==> config.mk <==
export PLATFORM = sky130hd
export DESIGN_NAME = mem_port_arbiter
export DESIGN_NICKNAME = d
export VERILOG_FILES = /design/src/source/mem_pkg.sv /design/src/source/mem_port_arbiter.sv
export SDC_FILE = /design/constraint.sdc
export NUM_CORES = 1
export LEC_CHECK = 0
export BUFFER_PORTS_ARGS = -buffer_cell sky130_fd_sc_hd__buf_2
export CORE_AREA = 10 10 101 103
export DETAILED_ROUTE_END_ITERATION = 8
export DIE_AREA = 0 0 111 113
export HOLD_SLACK_MARGIN = 0.03
export SLEW_MARGIN = 40
export SYNTH_ARGS = -nofsm -noshare
export SYNTH_HDL_FRONTEND = slang
export SYNTH_SLANG_ARGS = --single-unit
==> constraint.sdc <==
create_clock -name clk -period 1.45 [get_ports clk]
set_clock_uncertainty 0.1 [all_clocks]
set_input_delay 0.2175 -clock clk [delete_from_list [all_inputs] [get_ports clk]]
set_output_delay 0.2175 -clock clk [all_outputs]
set_load 0.005 [all_outputs]
==> src/source/mem_pkg.sv <==
//####################################################################
// Shared memory subsystem definitions
// Widths, depth and the client encoding used by the port arbiter
//####################################################################

package mem_pkg;

    // Word address and data sizes
    localparam int mem_addr_width = 8;
    localparam int mem_data_width = 32;

    // Client-facing read ID width
    localparam int mem_id_width = 3;

    // Internal tag carries the client bit above the client ID
    localparam int mem_tag_width = mem_id_width + 1;

    localparam int mem_depth = 2 ** mem_addr_width;

    // Owner of a read tag and of the last read grant
    typedef enum logic {
        client_a = 1'b0,
        client_b = 1'b1
    } mem_client_t;

endpackage

==> src/source/mem_port_arbiter.sv <==
//####################################################################
// Two-client port arbiter for the shared memory
// Round-robin reads, client a priority writes, tag-based routing
//####################################################################

`timescale 1ns/1ps

module mem_port_arbiter
    import mem_pkg::*;
(
    input  logic                      clk,
    input  logic                      rst_n,

    // Client a
    input  logic                      rd_req_valid_a,
    output logic                      rd_req_ready_a,
    input  logic [mem_addr_width-1:0] rd_req_addr_a,
    input  logic [mem_id_width-1:0]   rd_req_id_a,
    output logic                      rd_rsp_valid_a,
    input  logic                      rd_rsp_ready_a,
    output logic [mem_data_width-1:0] rd_rsp_data_a,
    output logic [mem_id_width-1:0]   rd_rsp_id_a,
    input  logic                      wr_valid_a,
    output logic                      wr_ready_a,
    input  logic [mem_addr_width-1:0] wr_addr_a,
    input  logic [mem_data_width-1:0] wr_data_a,

    // Client b
    input  logic                      rd_req_valid_b,
    output logic                      rd_req_ready_b,
    input  logic [mem_addr_width-1:0] rd_req_addr_b,
    input  logic [mem_id_width-1:0]   rd_req_id_b,
    output logic                      rd_rsp_valid_b,
    input  logic                      rd_rsp_ready_b,
    output logic [mem_data_width-1:0] rd_rsp_data_b,
    output logic [mem_id_width-1:0]   rd_rsp_id_b,
    input  logic                      wr_valid_b,
    output logic                      wr_ready_b,
    input  logic [mem_addr_width-1:0] wr_addr_b,
    input  logic [mem_data_width-1:0] wr_data_b,

    // Engine side
    output logic                      rd_in_valid,
    input  logic                      rd_in_ready,
    output logic [mem_addr_width-1:0] rd_in_addr,
    output logic [mem_tag_width-1:0]  rd_in_tag,
    input  logic                      rd_out_valid,
    output logic                      rd_out_ready,
    input  logic [mem_data_width-1:0] rd_out_data,
    input  logic [mem_tag_width-1:0]  rd_out_tag,
    output logic                      wr_en,
    output logic [mem_addr_width-1:0] wr_addr,
    output logic [mem_data_width-1:0] wr_data
);

    mem_client_t last_grant;
    mem_client_t rd_grant;
    mem_client_t rsp_client;
    logic        a_wins;

    // Client a wins when alone or when b had the last grant
    always_comb begin
        a_wins   = rd_req_valid_a && (!rd_req_valid_b || last_grant == client_b);
        rd_grant = a_wins ? client_a : client_b;

        rd_in_valid = a_wins ? rd_req_valid_a : rd_req_valid_b;
        rd_in_addr  = a_wins ? rd_req_addr_a : rd_req_addr_b;
        rd_in_tag   = {rd_grant, (a_wins ? rd_req_id_a : rd_req_id_b)};

        // A client sees ready unless the other one is requesting and wins
        rd_req_ready_a = rd_in_ready && (a_wins || !rd_req_valid_b);
        rd_req_ready_b = rd_in_ready && !a_wins;
    end

    always_ff @(posedge clk or negedge rst_n) begin
        if (!rst_n) begin
            last_grant <= client_b;
        end else if (rd_in_valid && rd_in_ready) begin
            last_grant <= rd_grant;
        end
    end

    // Response routing on the client bit of the tag
    always_comb begin
        rsp_client = mem_client_t'(rd_out_tag[mem_tag_width-1]);

        rd_rsp_valid_a = rd_out_valid && (rsp_client == client_a);
        rd_rsp_valid_b = rd_out_valid && (rsp_client == client_b);
        rd_rsp_data_a  = rd_out_data;
        rd_rsp_data_b  = rd_out_data;
        rd_rsp_id_a    = rd_out_tag[mem_id_width-1:0];
        rd_rsp_id_b    = rd_out_tag[mem_id_width-1:0];

        rd_out_ready = (rsp_client == client_a) ? rd_rsp_ready_a : rd_rsp_ready_b;
    end

    // Write selection with fixed priority to client a
    always_comb begin
        wr_ready_a = 1'b1;
        wr_ready_b = !wr_valid_a;
        wr_en      = wr_valid_a || wr_valid_b;
        wr_addr    = wr_valid_a ? wr_addr_a : wr_addr_b;
        wr_data    = wr_valid_a ? wr_data_a : wr_data_b;
    end

endmodule

# Yosys cells after proc, flatten, opt, wreduce, memory -nomap -nowiden
# Cells that the tools add are included.
totals:
  ff_bits: 1
  latch_bits: 0
  ramBits: 0
  rom_bits: 0
  inputBits: 148
  out_inout_bits: 131
  elab_cells: 21
  n_memories: 0
classes:
  add_sub_neg: 0
  n_mul: 0
  div_mod_pow: 0
  magnitude_cmp: 0
  n_eq_ne: 0
  shift: 0
  n_mux: 7
  bitwise: 1
  n_reduce_logical: 12
ops:
  columns: ["cell", "count"]
  rows:
  - ["$mux W32", 1]
  - ["$mux W8", 2]
  - ["$logic_and A1 B1 Y1", 6]
  - ["$logic_not A1 Y1", 3]
  - ["$logic_or A1 B1 Y1", 3]
  - ["$mux W1", 3]
  - ["$mux W3", 1]
  - ["$not A1 Y1", 1]

# Logic depth before layout (Yosys ltp)
depth:
  word_depth: 5
  depth_mapped: 4
  ltp_nobuf: 3

# Worst setup path before layout
# OpenSTA, ideal clock, no wires.
synth_timing:
  path_kind: "register to output"
  start: "register last_grant"
  end: "output rd_in_addr[1]"
  t_arrival_ps: 1059
  t_required_ps: 1133
  slack_ps: 73
  path_stages_with_launch: 4
  path_buffers: 1
  path_cell_list: "dfstp_2 > o21ai_4 > buf_12 > mux2_4"
synth_via:
  elab_chain_cells: 3
synth_rtl:
  columns: ["item", "line_no", "text"]
  rows:
  - ["from (decl)", "mem_port_arbiter.sv:56", "mem_client_t last_grant;"]
  - ["from (signal assigned)", "mem_port_arbiter.sv:77", "last_grant <= client_b;"]
  - ["from (signal assigned)", "mem_port_arbiter.sv:79", "last_grant <= rd_grant;"]
  - ["$logic_or A1 B1 Y1", "mem_port_arbiter.sv:63", "a_wins = rd_req_valid_a && (!rd_req_valid_b || last_grant == client_b);"]
  - ["$logic_and A1 B1 Y1", "mem_port_arbiter.sv:63", null]
  - ["$mux W8", "mem_port_arbiter.sv:67", "rd_in_addr = a_wins ? rd_req_addr_a : rd_req_addr_b;"]
  - ["to (decl)", "mem_port_arbiter.sv:45", "output logic [mem_addr_width-1:0] rd_in_addr,"]
# No other way between the ends.

# Final worst setup path
layout_timing:
  start: "register last_grant"
  end: "output rd_in_addr[5]"
# The elaborated chain is that of the path after synthesis.

==> results_dict.tcl <==
set metrics [dict create \
    drc 0 \
    drt-total-wl_um 6070 \
    setup_violations 11 \
    netlist_instances 144 \
    die_w_um 111 \
    finalCriticalPeriod_ps 1490 \
    grt-ovfl-total 0 \
    ys.warnings.count 0 \
    combPwrFrac 0.930 \
    drive_above_1_share 0.967 \
    firstDrtPassIters 2 \
    ys_seq_elements 1 \
    drt-vias-per-instance 3.79 \
    min_path_type "in2async" \
    largest_reg_flops 1 \
    drt-initial-drc-count 24 \
    track_usage 0.0840 \
    rr_worst_depth 3 \
    final_common_cell "buf_2" \
    dp_slack_ps -204 \
    rsz0062_at_grt "true" \
    dieArea_um2 12500 \
    drv_slew 0 \
    num_rows 33 \
    start_util 0.161 \
    synth_nets 292 \
    outcome "complete, but fails checks" \
    critPathLaunchType "flip-flop" \
    violations "setup timing" \
    reg_top3 "last_grant x1" \
    final_util 0.225 \
    max_stage_delay_ps 530 \
    critPathCaptureType "output port" \
    layout_worst_path_cycle_share 1.02 \
    path_class "reg2out" \
    synth_cell_types 18 \
    crit_arrival_ps 1170 \
    clk_latency_ps 0 \
    grt_pass1_wl_um 8810 \
    grt_max_degree 30 \
    seqPwrFrac 0.070 \
    power_density_nw_per_um2 343 \
    setup_slack_ps -36.0 \
    power_switching_uw 212 \
    fmax_ghz 0.673 \
    diodes 0 \
    seq_area_frac_synth 0.0201 \
    p_leak_nw 1.02 \
    antenna_found_initial 0 \
    place.gp.congestion 0.817 \
    irDropWorstVdd_mv 0.104 \
    syn-cell-area_um2 1310 \
    port-buffer-count 172 \
    p_total_uw 628 \
    cap_viol_max_count 0 \
    final_nets 393 \
    cpMaxStageDelayCell "dfstp_2" \
    path_clk_slew_ps 0 \
    p_int_uw 416 \
    cts_hold_buf 0 \
    mostFrequentLayoutCells "164 x buf_2, 44 x mux2_2, 8 x mux2_4, 8 x buf_6, 3 x buf_4" \
    hold_slack_ps 54.3 \
    routedWlPerCell_um 17.4 \
    drtAntennaViolNets 0 \
    vias 1318 \
    p_sw_frac 0.338 \
    synth_area_per_cell_um2 9.10 \
    worst_ep_required_time_ps 1130 \
    cp_max_fo 13 \
    pin_count 279 \
    hold_viol_final 0 \
    crit_path_cell_trace "o21ai_4, buf_12, mux2_4, buf_6" \
    grt_pass1_vias 1609 \
    tns_ps -315 \
    regMostFlops "last_grant" \
    area_growth_syn_to_layout_pct 39.6 \
    dieHeight_um 113 \
    pwr-share-clk 0 \
    hpwl_um 5650 \
    core_area_um2 8130 \
]
-- cell families after synthesis --
kind of cell    Yosys count  synth area share
flops                     1            0.0201
simple gates              6            0.0277
compound gates            4            0.0267
mux                      52             0.470
buf+inv                  80             0.453
other cells               1           0.00286
-- power groups by stage --
stage | combinational, mW | sequential, mW | clock [mW]
floorplan | 0.403 | 0.0452 | 0
global route | 0.643 | 0.0454 | 0
detailed placement | 0.556 | 0.0444 | 0
finish | 0.584 | 0.0439 | 0
CTS | 0.600 | 0.0441 | 0
global placement | 0.546 | 0.0432 | 0
-- stage by stage --
step	instances	instance area [um2]
after global placement	347	1760
after global routing	348	1830
after CTS	348	1830
final	348	1830
after floorplan	144	1310
after detailed placement	347	1760
-- cell usage after synthesis, drive strengths merged --
cell type | n | area (um2)
a21boi | 1 | 7.51
dfstp | 1 | 26.3
nand2 | 1 | 3.75
and2 | 2 | 13.8
or2 | 2 | 12.5
inv | 2 | 7.50
a21oi | 1 | 5.00
mux2 | 52 | 616
nor2b | 1 | 6.26
conb | 1 | 3.75
o21ai | 1 | 16.3
buf | 78 | 586
a31oi | 1 | 6.26
-- final timing paths --
kind                             startpoint       endpoint  slack [ps]
worst max-delay path             last_grant  rd_in_addr[5]         -40
worst min-delay path                  rst_n     last_grant          50
worst max register to register   last_grant     last_grant         410
worst min register to register   last_grant     last_grant         590
max in group asynchronous             rst_n     last_grant        1180
min in group clk                rd_in_ready     last_grant         330
-- layer usage --
metal  up-vias  track usage  part of all wire
li1        605            -                 -
met1       554       0.0751              0.32
met2       121        0.151              0.49
met3        38       0.0407              0.13
met4         0       0.0521             0.058
met5         -            0                 0
-- repair_timing --
action | 4_1_cts | 5_1_grt
setup buffers | 1 | 0
resized for setup | 8 | 0
setup endpoints to repair | 12 | 11
pin swaps | 1 | 0
-- final cells by class --
type	count	area, um2
Fill cell	911	6300
Timing Repair Buffer	177	973
Multi-Input combinational cell	63	691
Tap cell	105	131
Sequential cell	1	26.3
Inverter	2	7.51
-- worst max-delay path: cells and delay by family, from the launching register on --
family | cells | cell delay, ps
buf+inv | 2 | 260
compound gates | 1 | 70
flops | 1 | 530
mux | 1 | 300
No activity file was read; power rests on OpenSTA's default activity.
